### src/io_pkg.sv
`default_nettype none

package io_pkg;

  // device selector, taken from adr[16:12]
  localparam logic [4:0] SEL_LOCAL = 5'd0;  // segment + fan registers
  localparam logic [4:0] SEL_SWLED = 5'd1;  // switches in, leds out
  localparam logic [4:0] SEL_TIMER = 5'd8;

  // adr[0] inside SEL_LOCAL
  localparam logic LOCAL_SEG = 1'b0;
  localparam logic LOCAL_FAN = 1'b1;

  // timer word index, adr[5:2]
  localparam logic [3:0] TMR_COUNT  = 4'd0;
  localparam logic [3:0] TMR_CTRL   = 4'd1;
  localparam logic [3:0] TMR_STATUS = 4'd2;
  localparam logic [3:0] TMR_CMP0   = 4'd4;  // compares at 4..7

  localparam int N_TIMER_CH  = 4;
  localparam int CH_IDX_BITS = $clog2(N_TIMER_CH);

  // fan duty is PWM_BITS+1 wide so full on fits
  localparam int PWM_BITS = 8;

  localparam logic [31:0] SEG_RESET = 32'h0000_0000;
  localparam logic [31:0] FAN_RESET = 32'h0000_0000;

  // bus FSM
  localparam logic [1:0] ST_IDLE = 2'd0;
  localparam logic [1:0] ST_BUSY = 2'd1;
  localparam logic [1:0] ST_DONE = 2'd2;

endpackage

`default_nettype wire

### src/fan_pwm.sv
`default_nettype none

module fan_pwm (
  input  logic                    clk_i,
  input  logic                    rst_i,
  input  logic [io_pkg::PWM_BITS:0] duty_i,
  output logic                    fan_o
);
  import io_pkg::*;

  logic [PWM_BITS-1:0] cnt_q;
  logic                on_d;

  // one extra bit on the compare so duty 2**PWM_BITS is always on
  assign on_d = ({1'b0, cnt_q} < duty_i);

  always_ff @(posedge clk_i or posedge rst_i) begin
    if (rst_i) begin
      cnt_q <= '0;
      fan_o <= 1'b0;
    end else begin
      cnt_q <= cnt_q + 1'b1;  // wraps freely
      fan_o <= on_d;
    end
  end

endmodule

`default_nettype wire

### src/interval_timer.sv
`default_nettype none

module interval_timer (
  input  logic                          clk_i,
  input  logic                          rst_i,
  input  logic                          cyc_i,
  input  logic                          stb_i,
  input  logic                          we_i,
  input  logic [3:0]                    adr_i,
  input  logic [31:0]                   dat_i,
  output logic [31:0]                   dat_o,
  output logic                          ack_o,
  output logic [io_pkg::N_TIMER_CH-1:0] interrupt_o
);
  import io_pkg::*;

  logic [31:0]            count_q;
  logic [N_TIMER_CH-1:0]  ctrl_q;    // per channel enable
  logic [N_TIMER_CH-1:0]  status_q;  // sticky
  logic [31:0]            cmp_q [N_TIMER_CH];

  logic                   access;
  logic                   wr_en;
  logic                   is_cmp;
  logic [3:0]             cmp_off;
  logic [CH_IDX_BITS-1:0] cmp_idx;
  logic [N_TIMER_CH-1:0]  hit;
  logic [N_TIMER_CH-1:0]  clr;
  logic [31:0]            rd_word;

  // one access per strobe, ack blocks a repeat on the following edge
  assign access  = cyc_i && stb_i && !ack_o;
  assign wr_en   = access && we_i;
  assign cmp_off = adr_i - TMR_CMP0;
  assign cmp_idx = cmp_off[CH_IDX_BITS-1:0];
  assign is_cmp  = (adr_i >= TMR_CMP0) && (cmp_off < N_TIMER_CH);

  assign interrupt_o = status_q;

  always_comb begin
    for (int i = 0; i < N_TIMER_CH; i++)
      hit[i] = ctrl_q[i] && (count_q == cmp_q[i]);
  end

  assign clr = (wr_en && adr_i == TMR_STATUS) ? dat_i[N_TIMER_CH-1:0] : '0;

  always_comb begin
    rd_word = 32'h0000_0000;  // holes read as zero
    if (is_cmp)
      rd_word = cmp_q[cmp_idx];
    else begin
      case (adr_i)
        TMR_COUNT:  rd_word = count_q;
        TMR_CTRL:   rd_word = 32'(ctrl_q);
        TMR_STATUS: rd_word = 32'(status_q);
        default:    rd_word = 32'h0000_0000;
      endcase
    end
  end

  always_ff @(posedge clk_i or posedge rst_i) begin
    if (rst_i) begin
      count_q  <= 32'h0000_0000;
      ctrl_q   <= '0;
      status_q <= '0;
      ack_o    <= 1'b0;
      for (int i = 0; i < N_TIMER_CH; i++)
        cmp_q[i] <= 32'h0000_0000;
    end else begin
      ack_o    <= access;
      status_q <= (status_q & ~clr) | hit;  // a new hit wins over a clear
      if (wr_en && adr_i == TMR_COUNT)
        count_q <= dat_i;
      else
        count_q <= count_q + 32'd1;
      if (wr_en && adr_i == TMR_CTRL)
        ctrl_q <= dat_i[N_TIMER_CH-1:0];
      if (wr_en && is_cmp)
        cmp_q[cmp_idx] <= dat_i;
    end
  end

  // read data ready together with ack
  always_ff @(posedge clk_i) begin
    if (access && !we_i)
      dat_o <= rd_word;
  end

endmodule

`default_nettype wire

### src/io_controller.sv
`default_nettype none

module io_controller (
  input  logic                          clk_i,
  input  logic                          rst_i,
  input  logic                          cyc_i,
  input  logic                          stb_i,
  input  logic                          we_i,
  input  logic [16:0]                   adr_i,
  input  logic [31:0]                   dat_i,
  input  logic [3:0]                    sel_i,  // byte selects, full words only
  input  logic [15:0]                   sw_i,
  output logic [31:0]                   dat_o,
  output logic                          ack_o,
  output logic                          fan_o,
  output logic [8:0]                    led_o,
  output logic [io_pkg::N_TIMER_CH-1:0] interrupts_o,
  output logic [6:0]                    hex0_o,
  output logic [6:0]                    hex1_o,
  output logic [6:0]                    hex2_o,
  output logic [6:0]                    hex3_o,
  output logic [6:0]                    hex4_o,
  output logic [6:0]                    hex5_o,
  output logic [6:0]                    hex6_o,
  output logic [6:0]                    hex7_o
);
  import io_pkg::*;

  logic [1:0]  state_q, state_d;
  logic [31:0] seg_q, seg_d;
  logic [31:0] fan_q, fan_d;
  logic [8:0]  led_d;
  logic [31:0] result_d;

  logic [4:0]  selector;
  logic        tmr_cyc;
  logic        tmr_stb;
  logic [31:0] tmr_dat;
  logic        tmr_ack;

  assign selector = adr_i[16:12];
  assign ack_o    = (state_q == ST_DONE);
  assign tmr_cyc  = (state_q == ST_BUSY);
  assign tmr_stb  = (selector == SEL_TIMER);

  always_ff @(posedge clk_i or posedge rst_i) begin
    if (rst_i) begin
      state_q <= ST_IDLE;
      seg_q   <= SEG_RESET;
      fan_q   <= FAN_RESET;
      led_o   <= 9'h000;
      dat_o   <= 32'h0000_0000;
    end else begin
      state_q <= state_d;
      seg_q   <= seg_d;
      fan_q   <= fan_d;
      led_o   <= led_d;
      dat_o   <= result_d;  // read result holds until next read
    end
  end

  always_comb begin
    state_d  = state_q;
    seg_d    = seg_q;
    fan_d    = fan_q;
    led_d    = led_o;
    result_d = dat_o;
    case (state_q)
      ST_IDLE: begin
        if (cyc_i && stb_i)
          state_d = ST_BUSY;
      end
      ST_BUSY: begin
        case (selector)
          SEL_LOCAL: begin
            if (we_i) begin
              if (adr_i[0] == LOCAL_SEG)
                seg_d = dat_i;
              else
                fan_d = dat_i;
            end else begin
              result_d = (adr_i[0] == LOCAL_FAN) ? fan_q : seg_q;
            end
            state_d = ST_DONE;
          end
          SEL_SWLED: begin
            if (we_i)
              led_d = dat_i[8:0];
            else
              result_d = {16'h0000, sw_i};
            state_d = ST_DONE;
          end
          SEL_TIMER: begin
            // wait for the timer, its read data is already registered
            if (tmr_ack) begin
              if (!we_i)
                result_d = tmr_dat;
              state_d = ST_DONE;
            end
          end
          default: state_d = ST_DONE;  // unmapped, no effect
        endcase
      end
      ST_DONE: state_d = ST_IDLE;
      default: state_d = ST_IDLE;
    endcase
  end

  interval_timer interval_timer_i (
    .clk_i       (clk_i),
    .rst_i       (rst_i),
    .cyc_i       (tmr_cyc),
    .stb_i       (tmr_stb),
    .we_i        (we_i),
    .adr_i       (adr_i[5:2]),
    .dat_i       (dat_i),
    .dat_o       (tmr_dat),
    .ack_o       (tmr_ack),
    .interrupt_o (interrupts_o)
  );

  fan_pwm fan_pwm_i (
    .clk_i  (clk_i),
    .rst_i  (rst_i),
    .duty_i (fan_q[PWM_BITS:0]),
    .fan_o  (fan_o)
  );

  seg_digits seg_digits_i (
    .value_i (seg_q),
    .hex0_o  (hex0_o),
    .hex1_o  (hex1_o),
    .hex2_o  (hex2_o),
    .hex3_o  (hex3_o),
    .hex4_o  (hex4_o),
    .hex5_o  (hex5_o),
    .hex6_o  (hex6_o),
    .hex7_o  (hex7_o)
  );

endmodule

`default_nettype wire

### src/seg_digits.sv
`default_nettype none

module seg_digits (
  input  logic [31:0] value_i,
  output logic [6:0]  hex0_o,
  output logic [6:0]  hex1_o,
  output logic [6:0]  hex2_o,
  output logic [6:0]  hex3_o,
  output logic [6:0]  hex4_o,
  output logic [6:0]  hex5_o,
  output logic [6:0]  hex6_o,
  output logic [6:0]  hex7_o
);

  // hex font, active low, bit 0 is segment a
  function automatic logic [6:0] hex_font(input logic [3:0] nib);
    case (nib)
      4'h0:    hex_font = 7'h40;
      4'h1:    hex_font = 7'h79;
      4'h2:    hex_font = 7'h24;
      4'h3:    hex_font = 7'h30;
      4'h4:    hex_font = 7'h19;
      4'h5:    hex_font = 7'h12;
      4'h6:    hex_font = 7'h02;
      4'h7:    hex_font = 7'h78;
      4'h8:    hex_font = 7'h00;
      4'h9:    hex_font = 7'h10;
      4'ha:    hex_font = 7'h08;
      4'hb:    hex_font = 7'h03;  // lower case b
      4'hc:    hex_font = 7'h46;
      4'hd:    hex_font = 7'h21;  // lower case d
      4'he:    hex_font = 7'h06;
      default: hex_font = 7'h0e;
    endcase
  endfunction

  assign hex0_o = hex_font(value_i[3:0]);  // rightmost digit
  assign hex1_o = hex_font(value_i[7:4]);
  assign hex2_o = hex_font(value_i[11:8]);
  assign hex3_o = hex_font(value_i[15:12]);
  assign hex4_o = hex_font(value_i[19:16]);
  assign hex5_o = hex_font(value_i[23:20]);
  assign hex6_o = hex_font(value_i[27:24]);
  assign hex7_o = hex_font(value_i[31:28]);

endmodule

`default_nettype wire

### config.mk
export PLATFORM = sky130hd
export DESIGN_NAME = io_controller
export DESIGN_NICKNAME = d
export VERILOG_FILES = /design/src/io_pkg.sv /design/src/fan_pwm.sv /design/src/interval_timer.sv /design/src/io_controller.sv /design/src/seg_digits.sv
export SDC_FILE = /design/constraint.sdc
export NUM_CORES = 1
export LEC_CHECK = 0
export BUFFER_PORTS_ARGS = -buffer_cell sky130_fd_sc_hd__buf_2
export CAP_MARGIN = 20
export CORE_MARGIN = 2
export CORE_UTILIZATION = 40
export CTS_CLUSTER_SIZE = 28
export DETAILED_ROUTE_END_ITERATION = 10
export PLACE_DENSITY = 0.65
export SLEW_MARGIN = 10
export SYNTH_ARGS = -nofsm -noshare
export SYNTH_HDL_FRONTEND = slang
export SYNTH_HIERARCHICAL = 1
export SYNTH_SLANG_ARGS = --single-unit
### constraint.sdc
create_clock -name clk_i -period 5.1 [get_ports clk_i]
set_input_delay 0.51 -clock clk_i [delete_from_list [all_inputs] [get_ports clk_i]]
set_output_delay 0.51 -clock clk_i [all_outputs]
set_load 0.01 [all_outputs]
-- Word level (Yosys, flattened, before mapping)
Memories as Yosys holds them, arrays and structs flattened.
Cells that the tools add are included.
- reductions and logical operators: 26
- divide/modulo/power cells: 0
- mux-type cells: 20
- order comparisons: 5
- bitwise operators: 5
- eq/ne operators: 16
- multiply operators: 0
- add/subtract/negate cells: 3
- shift-type cells: 0
- operators with widths (kind ; count):
    $mux 32 ; 10
    $pmux 32 s3 ; 2
    $bwmux 128 ; 1
    $eq 32x32->1 ; 4
    $bmux 32 s2 ; 1
    $demux 32 s2 ; 1
    $add 32x1->32 const B ; 1
    $logic_and 1x1->1 ; 15
    $ne 2x2->1 const B ; 5
    $lt 8x9->1 ; 1
    $add 8x1->8 const B ; 1
    $reduce_and 4->1 ; 2
    $mux 2 ; 3
    $reduce_and 6->1 ; 1
    $eq 5x1->1 const B ; 1
    $eq 5x4->1 const B ; 1
    $logic_not 5->1 ; 1
    $and 4x4->4 ; 1
    $eq 4x1->1 const B ; 1
    $eq 4x2->1 const B ; 1
    $ge 4x3->1 const B ; 1
    $logic_not 4->1 ; 1
    $lt 4x3->1 const B ; 1
    $mux 4 ; 1
    other kinds (16) ; 17
- RAM bits: 0
- memories kept: 8
- memory bits (read-only): 896
- output and inout bits: 103
- latch bits: 0
- register bits: 317
- input port bits: 74
- word-level logic and storage cells: 99
- memory list (name ; words ; bits a word ; rd ports ; clocked after memory_dff ; write ports ; RTL line ; source):
    (name not given) ; 16 ; 7 ; 1 ; 0 ; 0 ; seg_digits.sv:17 ; case (nib)
    (name not given) ; 16 ; 7 ; 1 ; 0 ; 0 ; seg_digits.sv:17 ;
    (name not given) ; 16 ; 7 ; 1 ; 0 ; 0 ; seg_digits.sv:17 ;
    (name not given) ; 16 ; 7 ; 1 ; 0 ; 0 ; seg_digits.sv:17 ;
    (name not given) ; 16 ; 7 ; 1 ; 0 ; 0 ; seg_digits.sv:17 ;
    (name not given) ; 16 ; 7 ; 1 ; 0 ; 0 ; seg_digits.sv:17 ;
    +2 memories ; n/a ; n/a ; n/a ; n/a ; n/a ; n/a ;

-- Depth between registers and ports, before layout
- depth after elaboration: 9
- mapped depth: 11
- gate-level depth less buffers: 6

-- Cells and area by module
Netlist, hierarchy kept.
- by module, submodules not included (module ; cells an instance ; instances ; area an instance (sq um)):
    interval_timer ; 859 ; 1 ; 10681.5
    io_controller ; 358 ; 1 ; 4723.3
    seg_digits ; 257 ; 1 ; 2147.1
    fan_pwm ; 50 ; 1 ; 520.5

-- Worst setup path after synthesis
Ideal clock, no wire load.
- kind: input-to-reg
- start point: input port adr_i[13]
- end point: register interval_timer_i.dat_o[0] (enable)
- slack: 0.733 ns
- setup time: 0.461 ns
- arrival: 3.906 ns
- stages on the path: 6
- buffers on the path: 2
- cell sequence: or3_1 -> buf_2 -> nor2_1 -> clkbuf_1 -> nand2_1 -> nor3_1
- word-level cells in the longest chain between the ends: 4
- RTL lines (what ; RTL line ; source):
    from (decl) ; io_controller.sv:9 ; input logic [16:0] adr_i,
    $eq 5x4->1 ; io_controller.sv:44 ; assign tmr_stb = (selector == SEL_TIMER);
    via tmr_stb ; io_controller.sv:37 ; logic tmr_stb;
    $logic_and 1x1->1 (2 in series) ; interval_timer.sv:32 ; assign access = cyc_i && stb_i && !ack_o;
    $logic_and 1x1->1 ; interval_timer.sv:85 ; if (access && !we_i)
    to (signal assigned) ; interval_timer.sv:86 ; dat_o <= rd_word;
    to (decl) ; interval_timer.sv:11 ; output logic [31:0] dat_o,
The timed path passes the listed nets, and every way through them passes these cells.
A chain may end at the register's enable or synchronous reset.

-- Worst setup path in the final report
- start point: input port adr_i[13]
- end point: register interval_timer_i/cmp_q[121] (netlist name)
- word-level cells in the longest chain between the ends: 5
- RTL lines (what ; RTL line ; source):
    $eq 5x4->1 ; io_controller.sv:44 ;
    $logic_and 1x1->1 (2 in series) ; interval_timer.sv:32 ;
    $logic_and 1x1->1 ; interval_timer.sv:33 ; assign wr_en = access && we_i;
    $logic_and 1x1->1 ; interval_timer.sv:78 ; if (wr_en && is_cmp)
    to (signal, indexed assignment) ; interval_timer.sv:79 ; cmp_q[cmp_idx] <= dat_i;
    to (decl) ; interval_timer.sv:20 ; logic [31:0] cmp_q [N_TIMER_CH];
No other way between the ends.

==> flow_summary.yaml <==
outcome:
  outcome: "complete, no violations"
power:
  comb_power_share_pct: 13.3
  switchingPower_mw: 1.833
  pwr-share-seq_pct: 45.1
  p_leak_nw: 9.581
  intPower_mw: 4.726
  power_density_nw_per_um2: 320.1
  irDropWorstVdd_mv: 0.2013
  sw_frac_of_total_pct: 27.95
  clkPwrFrac_pct: 41.6
logic_synthesis:
  ys_seq_elements: 317
  synth-main-ff-cell: "dfrtp_1"
  syn_area_um2: 18070
  yosys_warnings: 6
  synth.distinct_cells: 64
  syn_inst: 1524
  async_reset_ff_share_pct: 89.91
  avgSynthCellArea_um2: 11.86
  syn-num-nets: 1663
  ys_seq_area_share_pct: 44.78
  synth_edf_count: 32
sta:
  fmax_ghz: 0.3220
  slew_headroom_pct: 35.55
  min_period_ns: 3.105
  worst_pin_slew_ns: 0.9667
  setup_violations: 0
  slew_violations: 0
  rsz0062_at_grt: "false"
  hold_violations: 0
  post-route-period-util_pct: 60.89
  finalSetupTns_ns: 0
  skew_ns: 0.01281
critical_path:
  cp-start-kind: "primary input"
  cp.required_ns: 5.50
  critPathMaxFanout: 20
  slowest_stage: "or3_1"
  crit_chain: "buf_2, or3_1, nor2_2, and4b_1, nand2_1, or3_1, buf_4, mux2_1"
  cp_top_family: "simple AND/OR/NAND/NOR gates"
  path_buf_inv: 2
  worstPathArrival_ns: 3.50
  end_kind: "flip-flop"
  critPathKind: "primary input to flip-flop"
  critPathMostFrequentCell: "or3_1"
  worst_path_largest_cell_delay_ns: 0.67
detailed_routing:
  drt_iter0_markers: 1237
  detail_route.first_pass.iterations: 7
  drt_wl_total_um: 50380
  vias_per_cell: 5.767
  wire_per_inst_um: 22.36
  ant_nets: 0
  via_count: 12990
  drc: 0
floorplanning:
  dieArea_um2: 46900
  rows: 77
  start_util_pct: 40.69
  io_pins: 177
  die_w_um: 216.6
  die_h_um: 216.6
  core_area_um2: 44410
layout:
  nNetsFinal: 1773
  fillerInstances: 4042
  drive_gt1_share_pct: 29.64
  area.growth.synth_to_final_pct: 13.40
  final_cells: 2253
  multiInputGateArea_um2: 9231
  regArea_um2: 8093
global_route:
  grt_pass1_wl_um: 78040
  grt_pass1_vias: 12860
  antenna_found_initial: 5
  grt_usage_pct: 21.42
  grt_remaining_overflow: 0
  grt_max_degree: 86
clock_tree:
  cts_tree: "done"
  root_buffer: "clkbuf_16"
  cts_setup_buffers: 0
  insertion_delay_ns: 0.53
  htree_levels: 2
  path_clk_slew_ns: 0.06
  clockBufferDepth: 3
  cts_resized: 0
  cts_buffers: 34
  cts_num_sinks: 317
  ctsHoldBuffers: 0
place:
  portBuffers: 165
  post-place-cells: 2190
  place_congestion: 0.9288
  dp_hpwl_um: 36330
worst_hold_path:
  hp-class: "primary input to asynchronous set/reset pin"
run:
  cap_violations: 0
==> worst paths after layout <==
| path | startpoint | end | slack, ns | cells after the start |
|---|---|---|---|---|
| worst max-delay path | adr_i[13] | interval_timer_i/cmp_q[121] | 1.99 | 8 |
| worst min-delay path | rst_i | fan_pwm_i/cnt_q[3] | 0.01 | 2 |
| worst max register to register | state_q[1] | interval_timer_i/cmp_q[121] | 2.02 | 7 |
| worst min register to register | state_q[1] | state_q[0] | 0.45 | 1 |
| max in group asynchronous | rst_i | seg_q[24] | 3.77 | 3 |
| min in group clk_i | stb_i | state_q[0] | 0.25 | 3 |
==> power groups by stage <==
| stage | Clock, mW | Combinational, mW | Sequential, mW |
|---|---|---|---|
| detailed placement | 0 | 0.869 | 3.00 |
| global placement | 0 | 0.856 | 2.99 |
| CTS | 2.76 | 0.875 | 2.95 |
| global route | 2.87 | 0.952 | 2.98 |
| finish | 2.73 | 0.875 | 2.96 |
| floorplan | 0 | 0.711 | 2.82 |
==> cells in the mapped netlist, drive strengths merged (3+ instances only) <==
master	count	share of area (%)
nand2	51	1.1
nand3	32	0.98
dfrtp	285	39
nand4	14	0.57
nor2	83	1.7
nor4	33	1.2
nand2b	9	0.31
or4	13	0.54
xor2	133	6.4
ha	65	4.5
a211oi	6	0.25
o31ai	17	0.71
or3	5	0.17
a21oi	45	1.2
mux2	241	15
buf	68	2.3
nor3	15	0.42
and2b	4	0.19
o21a	3	0.12
clkbuf	47	0.98
nor2b	10	0.35
a22o	40	1.9
and3	7	0.26
edfxtp	32	5.3
inv	46	0.96
or3b	6	0.29
a22oi	16	0.66
a31oi	14	0.48
a222oi	15	0.83
mux4	39	5.0
o21ai	47	1.3
o211ai	3	0.12
and4	3	0.15
o22ai	3	0.10
a32o	6	0.33
mux2i	33	1.8
xnor2	15	0.73
==> state kept, by name (all words and copies together), names as in the netlist <==
name,cells
seg_q,32
dat_o,32
fan_pwm_i/fan_o,1
interval_timer_i/cmp_q,128
led_o,9
interval_timer_i/interrupt_o,4
interval_timer_i/dat_o,32
interval_timer_i/ctrl_q,4
fan_q,32
interval_timer_i/count_q,32
fan_pwm_i/cnt_q,8
interval_timer_i/ack_o,1
state_q,2
==> per-stage QoR <==
stage | cell area, um2 | utilization (%) | worst slack, ns | total power [mW] | hold WS [ns]
floorplan | 18070 | - | 0.01491 | 3.526 | 0.3379
global placement | 19250 | 43.34 | 1.526 | 3.843 | 0.4158
detailed placement | 19250 | 43.34 | 1.479 | 3.864 | 0.4253
CTS | 20490 | 46.14 | 2.030 | 6.587 | 0.01306
global route | 20490 | 46.14 | 1.889 | 6.805 | 0.04121
finish | 20490 | 46.14 | 1.995 | 6.559 | 0.01449
==> logic make-up (layout without fill, tap and decap cells) <==
group                    after synthesis  count (layout)  share of synthesized area (%)
AO/OA/AOI/OAI                        223             223                          8.585
XOR/XNOR                             148             148                          7.173
adder cells (fa/ha/maj)               65              65                          4.500
buffers and inverters                161             297                          4.279
flip-flops                           317             317                          44.78
multiplexers                         313             313                          21.83
other                                  0               1                              0
AND/OR/NAND/NOR                      297             297                          8.855
==> final cells by class <==
cell class | instances | share of cell area, %
clock buffers | 46 | 4.884
inverters | 46 | 0.8792
well taps | 592 | 3.614
multi-input cells | 1046 | 45.05
clock inverters | 16 | 1.166
diodes | 1 | 0.01221
repair buffers | 189 | 4.909
flip-flops and latches | 317 | 39.49
==> worst reg2reg max path, stage by stage, from the launching register on <==
cell,delay (ns)
dfrtp_1,0.39
nand2b_1,0.27
inv_1,0.12
and4b_1,0.50
nand2_1,0.22
or3_1,0.67
buf_4,0.39
mux2_1,0.38
==> cells in the final DEF (no fill, tap or decap), types with 4 or more instances in the layout <==
master     instances
or3b_1             6
nand2_1           51
mux2_1            50
bufinv_16          6
nor4_1            31
and3_1             5
a211oi_1           6
a22o_1            40
dfrtp_1          285
nor2b_1            9
xor2_1           133
clkinv_2           7
a31oi_1           14
edfxtp_1          32
nor2_1            81
a222oi_1          15
mux4_1             6
clkbuf_16         38
mux2_2           191
a32o_1             6
nand2b_1           9
a21oi_1           45
clkbuf_1           6
ha_1              65
inv_1             43
o31ai_1           17
xnor2_1           15
buf_4             24
mux2i_1           33
a22oi_1           16
nor3_1            14
nand4_1           13
or3_1              5
nand3_1           30
and2b_2            4
buf_2            165
o21ai_0           47
mux4_2            33
or4_1             13
==> per-layer routing <==
metal	vias to the layer above	share of wire, %	global-route usage, %
met2	480	46	34.04
li1	5778	-	-
met1	6626	43	29.33
met4	2	3.3	7.511
met3	106	7.2	4.056
met5	-	0.026	0
No activity file was read; power rests on OpenSTA's default activity.
